`src/can_rx_pkg.sv`:
```
package can_rx_pkg;

	// ======================================================================
	// Frame field lengths in bits
	// ======================================================================

	// Base identifier
	localparam int ID_A_BITS = 11;
	// Identifier extension, extended frames only
	localparam int ID_B_BITS = 18;
	localparam int DLC_BITS = 4;
	// Eight bytes at most
	localparam int DATA_BITS = 64;
	localparam int CRC_BITS = 15;
	localparam int EOF_BITS = 7;
	// Third intermission bit may already be the next SOF
	localparam int INTERFRAME_BITS = 2;
	// Five equal bits, then a stuff bit of the opposite value
	localparam int STUFF_RUN = 5;

	// CRC-15 generator, x^15 + x^14 + x^10 + x^8 + x^7 + x^4 + x^3 + 1
	localparam logic [CRC_BITS-1:0] CRC_POLY = 15'h4599;

	// ======================================================================
	// Frame FSM states
	// ======================================================================

	// 17 states, so five bits are needed
	typedef enum logic [4:0] {
		ST_IDLE,
		ST_ID_A,
		ST_RTR_SRR,
		ST_IDE,
		ST_ID_B,
		ST_RTR,
		ST_RES1,
		ST_RES0,
		ST_DLC,
		ST_DATA,
		ST_CRC,
		ST_CRC_DELIM,
		ST_ACK_SLOT,
		ST_ACK_DELIM,
		ST_EOF,
		ST_INTERFRAME,
		ST_BUS_WAIT
	} frame_state_t;

	// Error codes, held until the next SOF
	typedef enum logic [2:0] {
		ERR_NONE,
		ERR_STUFF,
		ERR_CRC,
		ERR_FORM,
		ERR_ACK
	} can_error_t;

endpackage

```
`src/can_bit_destuffer.sv`:
```
`timescale 1ns/1ns

module can_bit_destuffer (
	input logic clock,
	input logic reset,
	input logic rx_bit,
	input logic sample_point,
	input logic stuff_enable,
	output logic stuff_bit,
	output logic stuff_error
);
	import can_rx_pkg::*;

	// Alternating start value so no false run is seen after reset
	localparam logic [STUFF_RUN-1:0] HIST_INIT = STUFF_RUN'({STUFF_RUN{2'b01}});

	// Last sampled bits, newest in bit 0
	logic [STUFF_RUN-1:0] history;
	logic run_low;
	logic run_high;

	// History sees every bit, stuff bits included
	// A stuff bit starts the next run
	always_ff @(posedge clock or posedge reset)
	begin
		if (reset)
			history <= HIST_INIT;
		else if (sample_point)
			history <= {history[STUFF_RUN-2:0], rx_bit};
	end

	// Full run of equal bits behind the current one
	assign run_low = (history == '0);
	assign run_high = &history;

	// Opposite value after a run is the stuff bit
	assign stuff_bit = sample_point & stuff_enable &
		((run_low & rx_bit) | (run_high & ~rx_bit));

	// Same value again means six equal bits
	assign stuff_error = sample_point & stuff_enable &
		((run_low & ~rx_bit) | (run_high & rx_bit));

endmodule

```
`src/can_crc15.sv`:
```
`timescale 1ns/1ns

module can_crc15 (
	input logic clock,
	input logic reset,
	input logic rx_bit,
	input logic crc_clear,
	input logic crc_shift,
	output logic [can_rx_pkg::CRC_BITS-1:0] crc_value
);
	import can_rx_pkg::*;

	logic feedback;
	logic [CRC_BITS-1:0] crc_next;

	// Incoming bit against the top register bit
	assign feedback = rx_bit ^ crc_value[CRC_BITS-1];

	// Shift left, fold in the polynomial when feedback is set
	assign crc_next = {crc_value[CRC_BITS-2:0], 1'b0} ^ (feedback ? CRC_POLY : '0);

	// Clear wins over shift, the SOF bit adds nothing to a zero register
	always_ff @(posedge clock or posedge reset)
	begin
		if (reset)
			crc_value <= '0;
		else if (crc_clear)
			crc_value <= '0;
		else if (crc_shift)
			crc_value <= crc_next;
	end

endmodule

```
`src/can_frame_fsm.sv`:
```
`timescale 1ns/1ns

module can_frame_fsm #(
	parameter int IDLE_WAIT_BITS = 11
) (
	input logic clock,
	input logic reset,
	input logic rx_bit,
	input logic sample_point,
	input logic stuff_bit,
	input logic stuff_error,
	input logic [can_rx_pkg::CRC_BITS-1:0] crc_value,
	output logic stuff_enable,
	output logic crc_clear,
	output logic crc_shift,
	output logic frame_done,
	output logic [can_rx_pkg::ID_A_BITS-1:0] id_a,
	output logic [can_rx_pkg::ID_B_BITS-1:0] id_b,
	output logic ide,
	output logic rtr,
	output logic [can_rx_pkg::DLC_BITS-1:0] dlc,
	output logic [can_rx_pkg::DATA_BITS-1:0] data,
	output logic error_out,
	output can_rx_pkg::can_error_t error_code
);
	import can_rx_pkg::*;

	// Counter holds the longest field or the bus wait, minus one
	localparam int CNT_W = $clog2(IDLE_WAIT_BITS > DATA_BITS ? IDLE_WAIT_BITS : DATA_BITS);

	frame_state_t state;
	logic [CNT_W-1:0] bit_cnt;
	logic cnt_zero;
	logic bit_ok;
	logic sof;
	// Bit after the base id, RTR or SRR
	logic srr_rtr;
	logic [CRC_BITS-1:0] crc_rx;
	logic [DLC_BITS-1:0] dlc_next;
	logic [DLC_BITS-1:0] dlc_bytes;
	logic [CNT_W-1:0] data_last;
	logic fixed_recessive;
	logic err_crc;
	logic err_form;
	logic err_ack;
	logic err_any;
	can_error_t err_code;

	// ======================================================================
	// Bit qualification and helper decode
	// ======================================================================

	// Stuff bits are dropped before any field logic
	assign bit_ok = sample_point & ~stuff_bit;
	assign cnt_zero = (bit_cnt == '0);
	assign sof = sample_point & ~rx_bit & (state == ST_IDLE);

	// CRC_DELIM included for a stuff bit after the last CRC bit
	assign stuff_enable = state inside {ST_ID_A, ST_RTR_SRR, ST_IDE, ST_ID_B, ST_RTR,
		ST_RES1, ST_RES0, ST_DLC, ST_DATA, ST_CRC, ST_CRC_DELIM};

	// CRC covers SOF through the last data bit
	assign crc_clear = sof;
	assign crc_shift = bit_ok & (sof | (state inside {ST_ID_A, ST_RTR_SRR, ST_IDE,
		ST_ID_B, ST_RTR, ST_RES1, ST_RES0, ST_DLC, ST_DATA}));

	// Complete DLC on its last bit, capped at eight bytes
	assign dlc_next = {dlc[DLC_BITS-2:0], rx_bit};
	assign dlc_bytes = (dlc_next > DLC_BITS'(8)) ? DLC_BITS'(8) : dlc_next;
	assign data_last = CNT_W'({dlc_bytes, 3'b000} - 1);

	// ======================================================================
	// Error checks
	// ======================================================================

	// Delimiters, EOF and intermission must be recessive
	assign fixed_recessive = state inside {ST_CRC_DELIM, ST_ACK_DELIM, ST_EOF, ST_INTERFRAME};

	assign err_crc = bit_ok & (state == ST_CRC_DELIM) & (crc_value != crc_rx);
	// SRR is judged once IDE shows an extended frame
	assign err_form = bit_ok & (((state == ST_IDE) & rx_bit & ~srr_rtr) |
		(fixed_recessive & ~rx_bit));
	// Some node must have driven the ACK slot dominant
	assign err_ack = bit_ok & (state == ST_ACK_SLOT) & rx_bit;
	assign err_any = stuff_error | err_crc | err_form | err_ack;

	// Priority stuff, CRC, form, ack
	always_comb
	begin
		if (stuff_error)
			err_code = ERR_STUFF;
		else if (err_crc)
			err_code = ERR_CRC;
		else if (err_form)
			err_code = ERR_FORM;
		else if (err_ack)
			err_code = ERR_ACK;
		else
			err_code = ERR_NONE;
	end

	// ======================================================================
	// State, bit counter and status
	// ======================================================================

	always_ff @(posedge clock or posedge reset)
	begin
		if (reset)
		begin
			state <= ST_IDLE;
			bit_cnt <= '0;
			frame_done <= 1'b0;
			error_out <= 1'b0;
			error_code <= ERR_NONE;
		end
		else
		begin
			frame_done <= 1'b0;
			error_out <= 1'b0;
			if (err_any)
			begin
				// Drop the frame and wait for a quiet bus
				state <= ST_BUS_WAIT;
				bit_cnt <= CNT_W'(IDLE_WAIT_BITS - 1);
				error_out <= 1'b1;
				error_code <= err_code;
			end
			else if (bit_ok)
			begin
				case (state)
					ST_IDLE:
						if (~rx_bit)
						begin
							state <= ST_ID_A;
							bit_cnt <= CNT_W'(ID_A_BITS - 1);
							error_code <= ERR_NONE;
						end
					ST_ID_A:
						if (cnt_zero)
							state <= ST_RTR_SRR;
						else
							bit_cnt <= bit_cnt - 1'b1;
					ST_RTR_SRR:
						state <= ST_IDE;
					ST_IDE:
						if (rx_bit)
						begin
							state <= ST_ID_B;
							bit_cnt <= CNT_W'(ID_B_BITS - 1);
						end
						else
							// Standard frame has only r0 before DLC
							state <= ST_RES0;
					ST_ID_B:
						if (cnt_zero)
							state <= ST_RTR;
						else
							bit_cnt <= bit_cnt - 1'b1;
					ST_RTR:
						state <= ST_RES1;
					ST_RES1:
						state <= ST_RES0;
					ST_RES0:
					begin
						state <= ST_DLC;
						bit_cnt <= CNT_W'(DLC_BITS - 1);
					end
					ST_DLC:
						if (cnt_zero)
						begin
							// Remote frame or empty data field skips DATA
							if (rtr || dlc_next == '0)
							begin
								state <= ST_CRC;
								bit_cnt <= CNT_W'(CRC_BITS - 1);
							end
							else
							begin
								state <= ST_DATA;
								bit_cnt <= data_last;
							end
						end
						else
							bit_cnt <= bit_cnt - 1'b1;
					ST_DATA:
						if (cnt_zero)
						begin
							state <= ST_CRC;
							bit_cnt <= CNT_W'(CRC_BITS - 1);
						end
						else
							bit_cnt <= bit_cnt - 1'b1;
					ST_CRC:
						if (cnt_zero)
							state <= ST_CRC_DELIM;
						else
							bit_cnt <= bit_cnt - 1'b1;
					ST_CRC_DELIM:
						state <= ST_ACK_SLOT;
					ST_ACK_SLOT:
						state <= ST_ACK_DELIM;
					ST_ACK_DELIM:
					begin
						state <= ST_EOF;
						bit_cnt <= CNT_W'(EOF_BITS - 1);
					end
					ST_EOF:
						if (cnt_zero)
						begin
							// Frame is good once the last EOF bit passes
							frame_done <= 1'b1;
							state <= ST_INTERFRAME;
							bit_cnt <= CNT_W'(INTERFRAME_BITS - 1);
						end
						else
							bit_cnt <= bit_cnt - 1'b1;
					ST_INTERFRAME:
						if (cnt_zero)
							state <= ST_IDLE;
						else
							bit_cnt <= bit_cnt - 1'b1;
					ST_BUS_WAIT:
						// Needs an unbroken run of recessive bits
						if (~rx_bit)
							bit_cnt <= CNT_W'(IDLE_WAIT_BITS - 1);
						else if (cnt_zero)
							state <= ST_IDLE;
						else
							bit_cnt <= bit_cnt - 1'b1;
					default:
						state <= ST_IDLE;
				endcase
			end
		end
	end

	// ======================================================================
	// Field capture
	// ======================================================================

	always_ff @(posedge clock)
	begin
		// Unused extension and data bits read as zero
		if (sof)
		begin
			id_b <= '0;
			data <= '0;
		end
		else if (bit_ok)
		begin
			case (state)
				ST_ID_A: id_a <= {id_a[ID_A_BITS-2:0], rx_bit};
				ST_RTR_SRR: srr_rtr <= rx_bit;
				ST_IDE:
				begin
					ide <= rx_bit;
					// Standard frame, the earlier bit was RTR
					if (~rx_bit)
						rtr <= srr_rtr;
				end
				ST_ID_B: id_b <= {id_b[ID_B_BITS-2:0], rx_bit};
				ST_RTR: rtr <= rx_bit;
				ST_DLC: dlc <= dlc_next;
				ST_DATA: data <= {data[DATA_BITS-2:0], rx_bit};
				ST_CRC: crc_rx <= {crc_rx[CRC_BITS-2:0], rx_bit};
				default: ;
			endcase
		end
	end

endmodule

```
`src/can_frame_outbox.sv`:
```
`timescale 1ns/1ns

module can_frame_outbox (
	input logic clock,
	input logic reset,
	input logic frame_done,
	input logic frame_ack,
	input logic [can_rx_pkg::ID_A_BITS-1:0] in_id_a,
	input logic [can_rx_pkg::ID_B_BITS-1:0] in_id_b,
	input logic in_ide,
	input logic in_rtr,
	input logic [can_rx_pkg::DLC_BITS-1:0] in_dlc,
	input logic [can_rx_pkg::DATA_BITS-1:0] in_data,
	output logic frame_req,
	output logic overrun,
	output logic [can_rx_pkg::ID_A_BITS-1:0] id_a,
	output logic [can_rx_pkg::ID_B_BITS-1:0] id_b,
	output logic ide,
	output logic rtr,
	output logic [can_rx_pkg::DLC_BITS-1:0] dlc,
	output logic [can_rx_pkg::DATA_BITS-1:0] data
);
	// Free, request raised, waiting for ack to drop
	typedef enum logic [1:0] {
		OB_FREE,
		OB_REQ,
		OB_ACK_LOW
	} outbox_state_t;

	outbox_state_t state;
	logic accept;

	// Only a free outbox takes a new frame
	assign accept = frame_done & (state == OB_FREE);

	// Four-phase handshake controller
	always_ff @(posedge clock or posedge reset)
	begin
		if (reset)
		begin
			state <= OB_FREE;
			overrun <= 1'b0;
		end
		else
		begin
			// Frame arriving mid-handshake is lost
			overrun <= frame_done & (state != OB_FREE);
			case (state)
				OB_FREE:
					if (frame_done)
						state <= OB_REQ;
				OB_REQ:
					if (frame_ack)
						state <= OB_ACK_LOW;
				OB_ACK_LOW:
					// Next request only after ack is low again
					if (~frame_ack)
						state <= OB_FREE;
				default:
					state <= OB_FREE;
			endcase
		end
	end

	assign frame_req = (state == OB_REQ);

	// Holding copy, stable while the request is up
	always_ff @(posedge clock)
	begin
		if (accept)
		begin
			id_a <= in_id_a;
			id_b <= in_id_b;
			ide <= in_ide;
			rtr <= in_rtr;
			dlc <= in_dlc;
			data <= in_data;
		end
	end

endmodule

```
`src/can_rx_top.sv`:
```
`timescale 1ns/1ns

module can_rx_top #(
	parameter int IDLE_WAIT_BITS = 11
) (
	input logic clock,
	input logic reset,
	input logic rx_bit,
	input logic sample_point,
	input logic frame_ack,
	output logic frame_req,
	output logic overrun,
	output logic [can_rx_pkg::ID_A_BITS-1:0] id_a,
	output logic [can_rx_pkg::ID_B_BITS-1:0] id_b,
	output logic ide,
	output logic rtr,
	output logic [can_rx_pkg::DLC_BITS-1:0] dlc,
	output logic [can_rx_pkg::DATA_BITS-1:0] data,
	output logic error_out,
	output can_rx_pkg::can_error_t error_code
);
	import can_rx_pkg::*;

	// ======================================================================
	// Internal wiring
	// ======================================================================

	// Destuffer to FSM
	logic stuff_enable;
	logic stuff_bit;
	logic stuff_error;
	// CRC engine control and result
	logic crc_clear;
	logic crc_shift;
	logic [CRC_BITS-1:0] crc_value;
	// Decoded frame from the FSM
	logic frame_done;
	logic [ID_A_BITS-1:0] f_id_a;
	logic [ID_B_BITS-1:0] f_id_b;
	logic f_ide;
	logic f_rtr;
	logic [DLC_BITS-1:0] f_dlc;
	logic [DATA_BITS-1:0] f_data;

	can_bit_destuffer destuffer0 (
		.clock(clock),
		.reset(reset),
		.rx_bit(rx_bit),
		.sample_point(sample_point),
		.stuff_enable(stuff_enable),
		.stuff_bit(stuff_bit),
		.stuff_error(stuff_error)
	);

	can_crc15 crc0 (
		.clock(clock),
		.reset(reset),
		.rx_bit(rx_bit),
		.crc_clear(crc_clear),
		.crc_shift(crc_shift),
		.crc_value(crc_value)
	);

	can_frame_fsm #(
		.IDLE_WAIT_BITS(IDLE_WAIT_BITS)
	) fsm0 (
		.clock(clock),
		.reset(reset),
		.rx_bit(rx_bit),
		.sample_point(sample_point),
		.stuff_bit(stuff_bit),
		.stuff_error(stuff_error),
		.crc_value(crc_value),
		.stuff_enable(stuff_enable),
		.crc_clear(crc_clear),
		.crc_shift(crc_shift),
		.frame_done(frame_done),
		.id_a(f_id_a),
		.id_b(f_id_b),
		.ide(f_ide),
		.rtr(f_rtr),
		.dlc(f_dlc),
		.data(f_data),
		.error_out(error_out),
		.error_code(error_code)
	);

	// Consumer side of the frame hand-off
	can_frame_outbox outbox0 (
		.clock(clock),
		.reset(reset),
		.frame_done(frame_done),
		.frame_ack(frame_ack),
		.in_id_a(f_id_a),
		.in_id_b(f_id_b),
		.in_ide(f_ide),
		.in_rtr(f_rtr),
		.in_dlc(f_dlc),
		.in_data(f_data),
		.frame_req(frame_req),
		.overrun(overrun),
		.id_a(id_a),
		.id_b(id_b),
		.ide(ide),
		.rtr(rtr),
		.dlc(dlc),
		.data(data)
	);

endmodule

```
`config.mk`:
```
export PLATFORM = sky130hd
export DESIGN_NAME = can_rx_top
export DESIGN_NICKNAME = d
export VERILOG_FILES = /design/src/can_rx_pkg.sv /design/src/can_bit_destuffer.sv /design/src/can_crc15.sv /design/src/can_frame_fsm.sv /design/src/can_frame_outbox.sv /design/src/can_rx_top.sv
export SDC_FILE = /design/constraint.sdc
export NUM_CORES = 1
export LEC_CHECK = 0
export BUFFER_PORTS_ARGS = -buffer_cell sky130_fd_sc_hd__buf_2
export CORE_MARGIN = 3
export CORE_UTILIZATION = 52
export DETAILED_ROUTE_END_ITERATION = 8
export PLACE_DENSITY = 0.75
export SLEW_MARGIN = 10
export SYNTH_ARGS = -nofsm -noshare
export SYNTH_HDL_FRONTEND = slang
export SYNTH_SLANG_ARGS = --single-unit
```
`constraint.sdc`:
```
create_clock -name clock -period 3.2 [get_ports clock]
set_clock_uncertainty 0.2 [all_clocks]
set_input_delay 0.16 -clock clock [delete_from_list [all_inputs] [get_ports clock]]
set_output_delay 0.16 -clock clock [all_outputs]
set_load 0.01 [all_outputs]
```
==> PnR_summary.wiki <==
{| class="wikitable"
! Metric !! Value
|-
| Outcome || finished clean
|-
| Number of nets produced by synthesis || 826
|-
| Cell accounting for the most synthesized area || sky130_fd_sc_hd__edfxtp_1
|-
| Logic depth of the worst path, buffers included || 7
|-
| Worst Path Class, Setup || flip-flop to flip-flop
|-
| Cell with the biggest individual delay on the critical path || sky130_fd_sc_hd__dfrtp_1
|-
| Setup Viol. Count Final || 0
|-
| Kind of cell adding the most delay to the critical path || simple AND/OR/NAND/NOR gates
|-
| Worst skew pair latency || 0.53 ns
|-
| Hold Crit Class || input pin to flip-flop
|-
| Number of max-slew violations in the final report || 0
|-
| Fraction of layout cells with a size suffix above 1 || 21.2%
|-
| Worst IR drop on VDD || 0.556 mV
|-
| Total clock buffers created by CTS || 25
|-
| Total Wirelength || 18600 um
|-
| Post-cts sizing count || 0
|-
| Maximum single-stage delay on the critical path || 0.57 ns
|-
| Reg clk slew, reported paths || 0.06 ns
|-
| Setup_tns || 0 ns
|-
| Instance count of the mapped netlist || 816
|-
| Pre-CTS setup slack || 0.483 ns
|-
| CTS Root Buffer Type || sky130_fd_sc_hd__clkbuf_16
|-
| Pre-antenna DRT Iters || 5
|-
| Final Cycle Share || 85.0%
|-
| Total of flip-flops plus latches after synthesis || 253
|-
| Vias in the first global route || 6158
|-
| Final critical path time including I/O delays and setup || 2.72 ns
|-
| Grt total ovfl || 0
|-
| Share of the core filled with cells in the final layout || 62.7%
|-
| Number of buffers on the longest clock path || 3
|-
| Post-route DRC || 0
|-
| Count of buffers from port buffering || 109
|-
| Antenna-violating nets left || 0
|-
| Most used flip-flop cell after synthesis || sky130_fd_sc_hd__edfxtp_1
|-
| Transition time at the pin with the least slew margin || 0.714 ns
|-
| Via-to-Cell Ratio || 5.44
|-
| Highest attainable clock frequency || 0.368 GHz
|-
| Pleak || 4.64 nW
|-
| Slew HR || 52.4%
|-
| Die ar. || 0.0207 mm2
|-
| Cell area after synthesis || 0.00988 mm2
|-
| Clock tree from TritonCTS || done
|-
| Final instance area || 0.0115 mm2
|-
| Mean cell area of the mapped netlist || 12.1 um2
|-
| Distinct cell type count of the synthesized netlist || 66
|-
| Number of hold violations in the final report || 0
|-
| P&R area growth vs syn || 16.3%
|-
| IO Count || 110
|-
| ANT cells || 0
|-
| Setup Fix Bufs, Post-CTS || 0
|-
| Sequential area share after synthesis || 66.6%
|-
| Cell count of the worst hold path || 2
|-
| Worst hold margin || 0.0334 ns
|-
| Startpoint types || flip-flop
|-
| Number of enable flip-flop cells after synthesis || 132
|-
| Yosys synthesis warning count || 0
|-
| Setup repair after global routing missed its margin || false
|-
| Die boundary height || 144 um
|-
| Maximum number of pins on one net before global-route repair || 96
|-
| Areal power density over the cells || 764 mW/mm2
|-
| Global Route Usage Sum || 18.0%
|-
| Critical-path maximum fanout || 15
|-
| Routability-driven placement congestion ratio || 0.919
|-
| Sum of buffers and inverters on the critical path || 1
|-
| Die width || 144 um
|-
| Number of antenna violations at the first check in global routing || 0
|-
| Net total in the final layout || 935
|-
| Maxcap violations || 0
|-
| Site Rows || 49
|-
| Data arrival time of the critical path || 2.75 ns
|-
| Initial core utilization || 53.9%
|-
| R2R cell count || 7
|-
| Largest cells by area after synthesis || sky130_fd_sc_hd__edfxtp_1 (40%), sky130_fd_sc_hd__dfxtp_1 (17%), sky130_fd_sc_hd__dfrtp_1 (9.1%)
|-
| Filler Cell Count || 1364
|-
| Portion of synthesized cell area occupied by the leading cell type || 40.1%
|-
| Post-synthesis async set-or-reset flop share || 15.4%
|-
| Post-DP HPWL || 12100 um
|-
| Critical Path RT || 3.23 ns
|-
| DR vias || 6379
|-
| Cell area reported after detailed placement || 0.0106 mm2
|-
| H-tree Lvls || 1
|-
| Iter 0 DRT Violations || 512
|-
| Capturing element type of the critical path || flip-flop
|-
| TritonCTS sink count || 253
|-
| Cell Chain, Critical Path || nor4_4 -> or3b_1 -> o21bai_4 -> and2_1 -> nand4_1 -> nor3_1 -> buf_4
|-
| Post-route worst setup slack || 0.479 ns
|-
| DR WL/cell || 15.9 um
|-
| Global-route wire length before repair || 30400 um
|-
| Core Region || 0.0183 mm2
|}
==> layout make-up <==
type | count | area [um2] | area share, %
Clock buffer | 36 | 749 | 6.52
Clock inverter | 10 | 114 | 0.991
Inverter | 11 | 41.3 | 0.359
Multi-Input combinational cell | 502 | 2940 | 25.6
Sequential cell | 253 | 6590 | 57.3
Tap cell | 229 | 287 | 2.49
Timing Repair Buffer | 132 | 776 | 6.75
==> worst paths after layout <==
path,startpoint,to,slack (ns)
max,fsm0.state[3],fsm0.id_a[0],0.48
min,sample_point,destuffer0.history[1],0.03
max reg2reg,fsm0.state[3],fsm0.id_a[0],0.48
min reg2reg,fsm0.dlc[3],outbox0.dlc[3],0.22
max in group asynchronous,reset,crc0.crc_value[2],2.32
min in group asynchronous,reset,destuffer0.history[3],0.10
==> sequential cells by signal (all words and copies together) (netlist names) <==
signal / count
fsm0.bit_cnt: 6
fsm0.dlc: 4
fsm0.state: 5
fsm0.crc_rx: 15
fsm0.rtr: 1
outbox0.data: 64
fsm0.ide: 1
destuffer0.history: 5
outbox0.id_a: 11
fsm0.data: 64
fsm0.error_code: 3
outbox0.overrun: 1
fsm0.error_out: 1
fsm0.id_b: 18
fsm0.srr_rtr: 1
outbox0.dlc: 4
outbox0.id_b: 18
fsm0.frame_done: 1
outbox0.state: 2
outbox0.rtr: 1
outbox0.ide: 1
crc0.crc_value: 15
fsm0.id_a: 11
==> kinds of logic (layout without fill, tap and decap cells) <==
kind of cell	after synthesis	count (layout)	share of synthesized area, %
AO/OA/AOI/OAI	143	143	8.94
multiplexers	30	30	3.13
AND/OR/NAND/NOR	294	294	14.3
buffers and inverters	61	189	3.71
adder cells (fa/ha/maj)	5	5	0.633
XOR/XNOR	30	30	2.66
flip-flops	253	253	66.6
==> cell usage after synthesis, types with 3 or more instances <==
cell	instances
sky130_fd_sc_hd__nand2b_1	12
sky130_fd_sc_hd__a211oi_1	5
sky130_fd_sc_hd__o31ai_1	3
sky130_fd_sc_hd__o21ai_1	4
sky130_fd_sc_hd__nor2_1	37
sky130_fd_sc_hd__a211o_1	3
sky130_fd_sc_hd__buf_12	3
sky130_fd_sc_hd__nand2_1	164
sky130_fd_sc_hd__buf_2	26
sky130_fd_sc_hd__o41ai_1	3
sky130_fd_sc_hd__nor2b_1	5
sky130_fd_sc_hd__buf_4	9
sky130_fd_sc_hd__a31o_2	3
sky130_fd_sc_hd__nand3b_1	3
sky130_fd_sc_hd__and3_1	5
sky130_fd_sc_hd__buf_6	3
sky130_fd_sc_hd__o21ai_0	15
sky130_fd_sc_hd__mux2_2	7
sky130_fd_sc_hd__nand4_1	5
sky130_fd_sc_hd__dfstp_2	3
sky130_fd_sc_hd__xnor2_1	10
sky130_fd_sc_hd__dfxtp_1	82
sky130_fd_sc_hd__o32ai_1	4
sky130_fd_sc_hd__nand4_4	3
sky130_fd_sc_hd__clkbuf_1	9
sky130_fd_sc_hd__and2_1	4
sky130_fd_sc_hd__a31oi_1	3
sky130_fd_sc_hd__edfxtp_1	132
sky130_fd_sc_hd__and4b_1	3
sky130_fd_sc_hd__ha_1	5
sky130_fd_sc_hd__or3_1	4
sky130_fd_sc_hd__nor3_1	21
sky130_fd_sc_hd__nor4_1	6
sky130_fd_sc_hd__inv_1	11
sky130_fd_sc_hd__xor2_1	20
sky130_fd_sc_hd__a21oi_1	81
sky130_fd_sc_hd__mux2i_1	23
sky130_fd_sc_hd__dfrtp_1	36
sky130_fd_sc_hd__nand3_1	8
==> timing repair <==
action / CTS / global route
hold endpoints to repair: 48 / 0
endpoints found under the setup margin: 0 / 0
hold buffers: 3 / 0
==> report_power, final <==
part / switching [mW] / total, mW / leakage, nW / internal [mW]
Sequential: 0.280 / 3.97 / 2.44 / 3.69
Combinational: 1.07 / 1.82 / 1.77 / 0.755
Clock: 1.19 / 2.99 / 0.430 / 1.80
Total: 2.54 / 8.78 / 4.64 / 6.24
==> metrics by stage <==
step,power [mW],instances
global placement,5.80,1124
finish,8.78,1173
floorplan,5.48,816
detailed placement,5.84,1124
global route,9.22,1173
CTS,8.83,1173
==> routing by layer <==
metal  share of wire, %  up-vias  wire, um  GRT usage, %
li1                   -     3105         -             -
met1                 44     3052      8120          24.5
met2                 49      185      9070          29.4
met3                5.2       37       965          3.33
met4                2.6        0       494          5.90
met5                  0        -         0             0
==> cells in the final DEF (no fill, tap or decap), types with 4 or more instances in the layout <==
| cell type | count |
|---|---|
| sky130_fd_sc_hd__a211oi_1 | 5 |
| sky130_fd_sc_hd__a21oi_1 | 81 |
| sky130_fd_sc_hd__and3_1 | 5 |
| sky130_fd_sc_hd__buf_12 | 4 |
| sky130_fd_sc_hd__buf_2 | 109 |
| sky130_fd_sc_hd__buf_4 | 16 |
| sky130_fd_sc_hd__clkbuf_1 | 5 |
| sky130_fd_sc_hd__clkbuf_16 | 27 |
| sky130_fd_sc_hd__clkbuf_8 | 4 |
| sky130_fd_sc_hd__clkinv_2 | 6 |
| sky130_fd_sc_hd__dfrtp_1 | 36 |
| sky130_fd_sc_hd__dfxtp_1 | 82 |
| sky130_fd_sc_hd__edfxtp_1 | 132 |
| sky130_fd_sc_hd__ha_1 | 5 |
| sky130_fd_sc_hd__inv_1 | 11 |
| sky130_fd_sc_hd__mux2_2 | 7 |
| sky130_fd_sc_hd__mux2i_1 | 23 |
| sky130_fd_sc_hd__nand2_1 | 164 |
| sky130_fd_sc_hd__nand2b_1 | 12 |
| sky130_fd_sc_hd__nand3_1 | 8 |
| sky130_fd_sc_hd__nand4_1 | 5 |
| sky130_fd_sc_hd__nor2_1 | 37 |
| sky130_fd_sc_hd__nor2b_1 | 5 |
| sky130_fd_sc_hd__nor3_1 | 20 |
| sky130_fd_sc_hd__nor4_1 | 6 |
| sky130_fd_sc_hd__o21ai_0 | 15 |
| sky130_fd_sc_hd__o21ai_1 | 4 |
| sky130_fd_sc_hd__o32ai_1 | 4 |
| sky130_fd_sc_hd__or3_1 | 4 |
| sky130_fd_sc_hd__xnor2_1 | 10 |
| sky130_fd_sc_hd__xor2_1 | 20 |
No activity file was read; power rests on OpenSTA's default activity.
